<file path="config.mk">
export PLATFORM = sky130hd
export DESIGN_NAME = axi_wr_noscale
export DESIGN_NICKNAME = d
export VERILOG_FILES = /design/src/logic/axi_wr_pkg.sv /design/src/logic/axi_skid_buffer.sv /design/src/logic/axi_wr_egress_stage.sv /design/src/logic/axi_wr_ingress_stage.sv /design/src/logic/axi_wr_noscale.sv
export SDC_FILE = /design/constraint.sdc
export NUM_CORES = 1
export LEC_CHECK = 0
export ABC_CLOCK_PERIOD_IN_PS = 8400
export BUFFER_PORTS_ARGS = -buffer_cell sky130_fd_sc_hd__buf_2
export CORE_MARGIN = 2
export CORE_UTILIZATION = 58
export DETAILED_ROUTE_END_ITERATION = 7
export MAX_ROUTING_LAYER = met4
export PLACE_DENSITY_LB_ADDON = 0.05
export SYNTH_ARGS = -nofsm -noshare
export SYNTH_HDL_FRONTEND = slang
export SYNTH_HIERARCHICAL = 1
export SYNTH_SLANG_ARGS = --single-unit
</file>
<file path="constraint.sdc">
create_clock -name aclk -period 8.4 [get_ports aclk]
set_input_delay 0.42 -clock aclk [delete_from_list [all_inputs] [get_ports aclk]]
set_output_delay 0.42 -clock aclk [all_outputs]
set_load 0.005 [all_outputs]
</file>
<file path="src/logic/axi_wr_pkg.sv">
package axi_wr_pkg;

    // Bus widths, same on both sides
    localparam int ID_W   = 8;
    localparam int ADDR_W = 32;
    localparam int DATA_W = 32;
    localparam int STRB_W = DATA_W / 8;
    localparam int USER_W = 1;

    // Skid depths per channel
    localparam int SKID_DEPTH_AW = 2;
    localparam int SKID_DEPTH_W  = 4;
    localparam int SKID_DEPTH_B  = 2;

    // Flow limits and their counter widths
    localparam int MAX_AW_PENDING  = 15;
    localparam int AW_PEND_W       = $clog2(MAX_AW_PENDING + 1);
    localparam int MAX_OUTSTANDING = 8;
    localparam int OUTST_W         = $clog2(MAX_OUTSTANDING + 1);

    typedef struct packed {
        logic [ID_W-1:0]   id;
        logic [ADDR_W-1:0] addr;
        logic [7:0]        len;
        logic [2:0]        size;
        logic [1:0]        burst;
        logic              lock;
        logic [3:0]        cache;
        logic [2:0]        prot;
        logic [3:0]        qos;
        logic [3:0]        region;
        logic [USER_W-1:0] user;
    } aw_pkt_t;

    typedef struct packed {
        logic [DATA_W-1:0] data;
        logic [STRB_W-1:0] strb;
        logic              last;
        logic [USER_W-1:0] user;
    } w_pkt_t;

    typedef struct packed {
        logic [ID_W-1:0]   id;
        logic [1:0]        resp;
        logic [USER_W-1:0] user;
    } b_pkt_t;

    // Flat widths for the skid buffers
    localparam int AW_PKT_W = $bits(aw_pkt_t);
    localparam int W_PKT_W  = $bits(w_pkt_t);
    localparam int B_PKT_W  = $bits(b_pkt_t);

endpackage : axi_wr_pkg

</file>
<file path="src/logic/axi_skid_buffer.sv">
`timescale 1ns/10ps

module axi_skid_buffer #(
    parameter int WIDTH = 8,
    parameter int DEPTH = 2
) (
    input  logic             aclk,
    input  logic             rst_n,

    input  logic [WIDTH-1:0] in_data,
    input  logic             in_valid,
    output logic             in_ready,

    output logic [WIDTH-1:0] out_data,
    output logic             out_valid,
    input  logic             out_ready
);

    localparam int PTR_W = (DEPTH > 1) ? $clog2(DEPTH) : 1;
    localparam int CNT_W = $clog2(DEPTH + 1);

    logic [WIDTH-1:0] mem [DEPTH];
    logic [PTR_W-1:0] wr_ptr;
    logic [PTR_W-1:0] rd_ptr;
    logic [CNT_W-1:0] count;
    logic             push;
    logic             pop;

    assign in_ready  = (count < CNT_W'(DEPTH));
    assign out_valid = (count != '0);
    assign push      = in_valid && in_ready;
    assign pop       = out_valid && out_ready;

    // Head entry comes straight from the storage flops
    assign out_data = mem[rd_ptr];

    always_ff @(posedge aclk) begin
        if (push) begin
            mem[wr_ptr] <= in_data;
        end
    end

    always_ff @(posedge aclk or negedge rst_n) begin
        if (!rst_n) begin
            wr_ptr <= '0;
            rd_ptr <= '0;
            count  <= '0;
        end else begin
            if (push) begin
                wr_ptr <= (wr_ptr == PTR_W'(DEPTH - 1)) ? '0 : wr_ptr + 1'b1;
            end
            if (pop) begin
                rd_ptr <= (rd_ptr == PTR_W'(DEPTH - 1)) ? '0 : rd_ptr + 1'b1;
            end
            // Simultaneous push and pop leaves occupancy unchanged
            case ({push, pop})
                2'b10:   count <= count + 1'b1;
                2'b01:   count <= count - 1'b1;
                default: count <= count;
            endcase
        end
    end

endmodule : axi_skid_buffer

</file>
<file path="src/logic/axi_wr_egress_stage.sv">
`timescale 1ns/10ps

module axi_wr_egress_stage (
    input  logic               aclk,
    input  logic               rst_n,

    input  axi_wr_pkg::aw_pkt_t aw_mid,
    input  logic               aw_mid_valid,
    output logic               aw_mid_ready,

    input  axi_wr_pkg::w_pkt_t  w_mid,
    input  logic               w_mid_valid,
    output logic               w_mid_ready,

    output axi_wr_pkg::b_pkt_t  b_mid,
    output logic               b_mid_valid,
    input  logic               b_mid_ready,

    output axi_wr_pkg::aw_pkt_t m_aw,
    output logic               m_aw_valid,
    input  logic               m_aw_ready,

    output axi_wr_pkg::w_pkt_t  m_w,
    output logic               m_w_valid,
    input  logic               m_w_ready,

    input  axi_wr_pkg::b_pkt_t  m_b,
    input  logic               m_b_valid,
    output logic               m_b_ready
);

    import axi_wr_pkg::*;

    logic [AW_PKT_W-1:0] aw_flat;
    logic [W_PKT_W-1:0]  w_flat;
    logic [B_PKT_W-1:0]  b_flat;
    logic                aw_skid_valid;
    logic                below_limit;
    logic                aw_issue;
    logic                b_return;
    logic [OUTST_W-1:0]  outstanding;

    // Writes issued downstream still waiting for B
    assign below_limit = (outstanding != OUTST_W'(MAX_OUTSTANDING));
    assign m_aw_valid  = aw_skid_valid && below_limit;
    assign aw_issue    = m_aw_valid && m_aw_ready;
    assign b_return    = m_b_valid && m_b_ready;

    always_ff @(posedge aclk or negedge rst_n) begin
        if (!rst_n) begin
            outstanding <= '0;
        end else begin
            case ({aw_issue, b_return})
                2'b10:   outstanding <= outstanding + 1'b1;
                2'b01:   outstanding <= outstanding - 1'b1;
                default: outstanding <= outstanding;
            endcase
        end
    end

    axi_skid_buffer #(.WIDTH(AW_PKT_W), .DEPTH(SKID_DEPTH_AW)) u_aw_skid (
        .aclk      (aclk),
        .rst_n     (rst_n),
        .in_data   (aw_mid),
        .in_valid  (aw_mid_valid),
        .in_ready  (aw_mid_ready),
        .out_data  (aw_flat),
        .out_valid (aw_skid_valid),
        .out_ready (m_aw_ready && below_limit)
    );
    assign m_aw = aw_pkt_t'(aw_flat);

    // Data is not held back by the limit
    axi_skid_buffer #(.WIDTH(W_PKT_W), .DEPTH(SKID_DEPTH_W)) u_w_skid (
        .aclk      (aclk),
        .rst_n     (rst_n),
        .in_data   (w_mid),
        .in_valid  (w_mid_valid),
        .in_ready  (w_mid_ready),
        .out_data  (w_flat),
        .out_valid (m_w_valid),
        .out_ready (m_w_ready)
    );
    assign m_w = w_pkt_t'(w_flat);

    axi_skid_buffer #(.WIDTH(B_PKT_W), .DEPTH(SKID_DEPTH_B)) u_b_skid (
        .aclk      (aclk),
        .rst_n     (rst_n),
        .in_data   (m_b),
        .in_valid  (m_b_valid),
        .in_ready  (m_b_ready),
        .out_data  (b_flat),
        .out_valid (b_mid_valid),
        .out_ready (b_mid_ready)
    );
    assign b_mid = b_pkt_t'(b_flat);

endmodule : axi_wr_egress_stage

</file>
<file path="src/logic/axi_wr_ingress_stage.sv">
`timescale 1ns/10ps

module axi_wr_ingress_stage (
    input  logic               aclk,
    input  logic               rst_n,

    input  axi_wr_pkg::aw_pkt_t s_aw,
    input  logic               s_aw_valid,
    output logic               s_aw_ready,

    input  axi_wr_pkg::w_pkt_t  s_w,
    input  logic               s_w_valid,
    output logic               s_w_ready,

    output axi_wr_pkg::b_pkt_t  s_b,
    output logic               s_b_valid,
    input  logic               s_b_ready,

    output axi_wr_pkg::aw_pkt_t aw_mid,
    output logic               aw_mid_valid,
    input  logic               aw_mid_ready,

    output axi_wr_pkg::w_pkt_t  w_mid,
    output logic               w_mid_valid,
    input  logic               w_mid_ready,

    input  axi_wr_pkg::b_pkt_t  b_mid,
    input  logic               b_mid_valid,
    output logic               b_mid_ready
);

    import axi_wr_pkg::*;

    logic [AW_PKT_W-1:0]  aw_flat;
    logic [W_PKT_W-1:0]   w_flat;
    logic [B_PKT_W-1:0]   b_flat;
    logic                 aw_skid_ready;
    logic                 w_skid_ready;
    logic                 aw_below_limit;
    logic                 aw_push;
    logic                 w_gate_open;
    logic                 w_last_push;
    logic [AW_PEND_W-1:0] aw_pending;

    // Bursts whose address is in but whose last beat is not
    assign aw_below_limit = (aw_pending != AW_PEND_W'(MAX_AW_PENDING));
    assign s_aw_ready     = aw_skid_ready && aw_below_limit;
    assign aw_push        = s_aw_valid && s_aw_ready;

    // W waits for its address, which may arrive in the same cycle
    assign w_gate_open = (aw_pending != '0) || aw_push;
    assign s_w_ready   = w_skid_ready && w_gate_open;
    assign w_last_push = s_w_valid && s_w_ready && s_w.last;

    always_ff @(posedge aclk or negedge rst_n) begin
        if (!rst_n) begin
            aw_pending <= '0;
        end else begin
            case ({aw_push, w_last_push})
                2'b10:   aw_pending <= aw_pending + 1'b1;
                2'b01:   aw_pending <= aw_pending - 1'b1;
                default: aw_pending <= aw_pending;
            endcase
        end
    end

    axi_skid_buffer #(.WIDTH(AW_PKT_W), .DEPTH(SKID_DEPTH_AW)) u_aw_skid (
        .aclk      (aclk),
        .rst_n     (rst_n),
        .in_data   (s_aw),
        .in_valid  (s_aw_valid && aw_below_limit),
        .in_ready  (aw_skid_ready),
        .out_data  (aw_flat),
        .out_valid (aw_mid_valid),
        .out_ready (aw_mid_ready)
    );
    assign aw_mid = aw_pkt_t'(aw_flat);

    axi_skid_buffer #(.WIDTH(W_PKT_W), .DEPTH(SKID_DEPTH_W)) u_w_skid (
        .aclk      (aclk),
        .rst_n     (rst_n),
        .in_data   (s_w),
        .in_valid  (s_w_valid && w_gate_open),
        .in_ready  (w_skid_ready),
        .out_data  (w_flat),
        .out_valid (w_mid_valid),
        .out_ready (w_mid_ready)
    );
    assign w_mid = w_pkt_t'(w_flat);

    axi_skid_buffer #(.WIDTH(B_PKT_W), .DEPTH(SKID_DEPTH_B)) u_b_skid (
        .aclk      (aclk),
        .rst_n     (rst_n),
        .in_data   (b_mid),
        .in_valid  (b_mid_valid),
        .in_ready  (b_mid_ready),
        .out_data  (b_flat),
        .out_valid (s_b_valid),
        .out_ready (s_b_ready)
    );
    assign s_b = b_pkt_t'(b_flat);

endmodule : axi_wr_ingress_stage

</file>
<file path="src/logic/axi_wr_noscale.sv">
`timescale 1ns/10ps

module axi_wr_noscale (
    input  logic               aclk,
    input  logic               rst_n,

    // Upstream write port
    input  axi_wr_pkg::aw_pkt_t s_aw,
    input  logic               s_aw_valid,
    output logic               s_aw_ready,
    input  axi_wr_pkg::w_pkt_t  s_w,
    input  logic               s_w_valid,
    output logic               s_w_ready,
    output axi_wr_pkg::b_pkt_t  s_b,
    output logic               s_b_valid,
    input  logic               s_b_ready,

    // Downstream write port
    output axi_wr_pkg::aw_pkt_t m_aw,
    output logic               m_aw_valid,
    input  logic               m_aw_ready,
    output axi_wr_pkg::w_pkt_t  m_w,
    output logic               m_w_valid,
    input  logic               m_w_ready,
    input  axi_wr_pkg::b_pkt_t  m_b,
    input  logic               m_b_valid,
    output logic               m_b_ready
);

    import axi_wr_pkg::*;

    aw_pkt_t aw_mid;
    logic    aw_mid_valid;
    logic    aw_mid_ready;
    w_pkt_t  w_mid;
    logic    w_mid_valid;
    logic    w_mid_ready;
    b_pkt_t  b_mid;
    logic    b_mid_valid;
    logic    b_mid_ready;

    axi_wr_ingress_stage u_ingress (
        .aclk         (aclk),
        .rst_n        (rst_n),
        .s_aw         (s_aw),
        .s_aw_valid   (s_aw_valid),
        .s_aw_ready   (s_aw_ready),
        .s_w          (s_w),
        .s_w_valid    (s_w_valid),
        .s_w_ready    (s_w_ready),
        .s_b          (s_b),
        .s_b_valid    (s_b_valid),
        .s_b_ready    (s_b_ready),
        .aw_mid       (aw_mid),
        .aw_mid_valid (aw_mid_valid),
        .aw_mid_ready (aw_mid_ready),
        .w_mid        (w_mid),
        .w_mid_valid  (w_mid_valid),
        .w_mid_ready  (w_mid_ready),
        .b_mid        (b_mid),
        .b_mid_valid  (b_mid_valid),
        .b_mid_ready  (b_mid_ready)
    );

    axi_wr_egress_stage u_egress (
        .aclk         (aclk),
        .rst_n        (rst_n),
        .aw_mid       (aw_mid),
        .aw_mid_valid (aw_mid_valid),
        .aw_mid_ready (aw_mid_ready),
        .w_mid        (w_mid),
        .w_mid_valid  (w_mid_valid),
        .w_mid_ready  (w_mid_ready),
        .b_mid        (b_mid),
        .b_mid_valid  (b_mid_valid),
        .b_mid_ready  (b_mid_ready),
        .m_aw         (m_aw),
        .m_aw_valid   (m_aw_valid),
        .m_aw_ready   (m_aw_ready),
        .m_w          (m_w),
        .m_w_valid    (m_w_valid),
        .m_w_ready    (m_w_ready),
        .m_b          (m_b),
        .m_b_valid    (m_b_valid),
        .m_b_ready    (m_b_ready)
    );

endmodule : axi_wr_noscale

</file>
==> qor.yml <==
run_status:
  status: "complete, no violations"
clock_tree:
  clock_path_buffers: 3
  cts_tree: "built"
  cts_htree_levels: 3
  clk_latency_ns: 0.58
  cts.sinks: 666
  clk_pin_slew_ns: 0.06
  cts_root_buf: "clkbuf_16"
  cts_made_buffers: 68
  cts_setup_buffers: 0
global_routing:
  grt_overflow: 0
  grt_max_degree: 71
  grt_pass1_wl_mm: 68.7
  grt_use_total: 0.205
  grt_pass1_vias: 11642
  antenna_found_initial: 6
final_layout:
  fillers: 2941
  final_net_count: 1593
  drive_above_1_share: 0.419
  final_area_um2: 29700
  syn_to_final_growth_pct: 15.2
worst_setup_path:
  reg2reg_from: "u_ingress/aw_pending[0]"
  slowest_delay_ns: 0.85
  critPathTopFamily: "buffers and inverters"
  worst-path-stages: 3
  end_kind: "output port"
  path_class: "flip-flop to output port"
  r2r_end: "u_ingress/aw_pending[3]"
  cp_max_fo: 53
  crit_slowest_cell: "buf_4"
  r2r_slack_ns: 5.61
  worstPathCellList: "buf_4 > mux2_2 > buf_2"
  startpoint_type: "flip-flop"
  cp-startpoint: "u_egress/u_aw_skid/rd_ptr"
  worstRegToRegCells: 8
  crit_buf_inv: 2
  crit_path_end: "m_aw[46]"
  worstPathRequired_ns: 7.98
  cp_data_arrival_time_ns: 2.67
synth:
  synth_edf_count: 628
  synth_area_um2: 25800
  synthCells: 1121
  avgSynthCellArea_um2: 23.0
  synthArstFlopShare: 0.0571
  ys.flop_type: "edfxtp_1"
  yosysWarnings: 6
  yosysTopAreaCell: "edfxtp_1"
  synth_nets: 1273
  synth_seq_cells: 666
  synth_top_cell_area_share: 0.732
  synth_top_cells_by_area: "edfxtp_1, mux2_4, mux4_2"
  yosysSeqAreaShare: 0.769
  synth_cell_types: 41
timing:
  period_share: 0.368
  tns_ns: 0
  rsz0062_at_grt: "no"
  slew_viol_final: 0
  setup_viol: 0
  finalClockSkew_ns: 0.0217
  slew_headroom: 0.259
  tightest_slew_ns: 1.11
  fmax_mhz: 324
  finalHoldViolations: 0
  fin_crit_ns: 3.09
die:
  initial_utilization: 0.585
  die_x_um: 215
  std_cell_rows: 77
  design.die.area_um2: 46100
  die_h_um: 215
  core-area_um2: 44000
  num_io_pins: 252
pwr:
  p_total_uw: 11300
  p_switching_uw: 3160
  power.leakage_uw: 0.0107
  comb_power_share: 0.281
  pwr-share-seq: 0.470
  p_int_uw: 8140
  max-vdd-ir-drop_mv: 0.256
  switching_share: 0.280
  p_clk_frac: 0.249
  powerDensity_nw_per_um2: 381
placement:
  dp_hpwl_mm: 26.6
  placed_cell_area_um2: 27300
  port_buffers: 251
  gp_congestion: 0.755
drt:
  first_pass_iters: 5
  wire_per_inst_um: 21.6
  ant_nets: 0
  vias_per_cell: 5.40
  wl_mm: 45.0
  vias: 11278
  drtIter0Drc: 816
  drc: 0
min_path:
  worstHoldPathType: "input pin to asynchronous set/reset pin"
flow_run:
  maxCapViolations: 0
-- registers in the layout, indices dropped and copies added, names as in the netlist, 3 cells and up --
signal                    count
u_egress/u_aw_skid/mem      140
u_ingress/aw_pending          4
u_ingress/u_w_skid/mem      152
u_egress/u_w_skid/mem       152
u_egress/u_w_skid/count       3
u_egress/u_b_skid/mem        22
u_egress/outstanding          4
u_ingress/u_aw_skid/mem     140
u_ingress/u_w_skid/count      3
u_ingress/u_b_skid/mem       22
-- metal layers --
metal | routed length, µm | GRT usage | up-vias
met5 | 0 | - | -
met4 | 823 | 0.0616 | 0
met1 | 19700 | 0.279 | 5792
li1 | - | - | 5148
met2 | 22000 | 0.316 | 269
met3 | 2480 | 0.0456 | 69
-- worst min path at each step --
stage / start / to / slack (ns) / cells past startpoint
5_1_grt: s_aw[67] / u_ingress/u_aw_skid/mem[1][67] / 0.007 / 1
6_report: rst_n / u_egress/outstanding[3] / 0.02 / 1
3_5_place_dp: u_egress/outstanding[3] / u_egress/outstanding[3] / 0.46 / 1
2_1_floorplan: rst_n / u_egress/outstanding[0] / 0.12 / 0
3_3_place_gp: u_egress/outstanding[3] / u_egress/outstanding[3] / 0.46 / 1
4_1_cts: s_aw[48] / u_ingress/u_aw_skid/mem[0][48] / 0.00007 / 1
-- cells in the mapped netlist, drive strengths merged, types with 3 or more instances --
master and n:
and2 15, nor2b 4, nand2 14, ha 22, xor2 11, or2 4, dfrtp 38, and3 5
mux2 168, mux4 76, inv 24, edfxtp 628, mux2i 4, fa 3, xnor2 22, o21ai 5
a21oi 3, nor4b 3, nor3b 3, nor2 15, buf 37
-- repair_timing --
item | CTS | global route
endpoints found under the hold margin | 45 | 0
hold buffers | 25 | 0
gates resized for setup | 0 | 0
-- area by class of cell --
cell class / count / area, µm² / area share
Sequential cell: 666 / 19800 / 0.668
Multi-Input combinational cell: 392 / 5330 / 0.180
Clock buffer: 88 / 1890 / 0.0638
Timing Repair Buffer: 289 / 1600 / 0.0540
Tap cell: 592 / 741 / 0.0249
Clock inverter: 32 / 193 / 0.00649
Inverter: 24 / 90.1 / 0.00303
Antenna cell: 5 / 12.5 / 0.000421
-- layout by cell type (no fill, tap or decap), drive strengths merged, types with 22 or more instances in the layout --
cell type / synthesis / final
buf: 37 / 264
dfrtp: 38 / 38
mux4: 76 / 76
inv: 24 / 24
ha: 22 / 22
clkinv: 0 / 28
mux2: 168 / 168
xnor2: 22 / 22
edfxtp: 628 / 628
clkbuf: 2 / 88
dlygate4sd3: 0 / 25
-- stage by stage --
step / std cells / utilization / setup WS (ns) / hold slack (ns)
3_5_place_dp: 1938 / 0.621 / 5.65 / 0.461
3_3_place_gp: 1938 / 0.621 / 5.73 / 0.458
5_1_grt: 2088 / 0.674 / 5.15 / 0.00716
6_report: 2088 / 0.674 / 5.31 / 0.0169
2_1_floorplan: 1121 / - / 4.20 / 0.124
4_1_cts: 2083 / 0.674 / 5.23 / 0.0000717
-- power groups by stage --
stage          combinational, µW  sequential [µW]  clock (µW)
3_3_place_gp                3170             5360           0
5_1_grt                     3460             5410        3020
3_5_place_dp                3230             5390           0
2_1_floorplan               2570             5150           0
4_1_cts                     3250             5330        2890
6_report                    3180             5310        2810
-- cells by family after synthesis --
| logic type | share of synthesized area |
|---|---|
| compound gates | 0.00408 |
| xor+xnor | 0.0112 |
| simple gates | 0.0161 |
| buf+inv | 0.0254 |
| fa+ha+maj | 0.0130 |
| flops | 0.769 |
| mux | 0.161 |
Power figures use the tool's default switching activity.
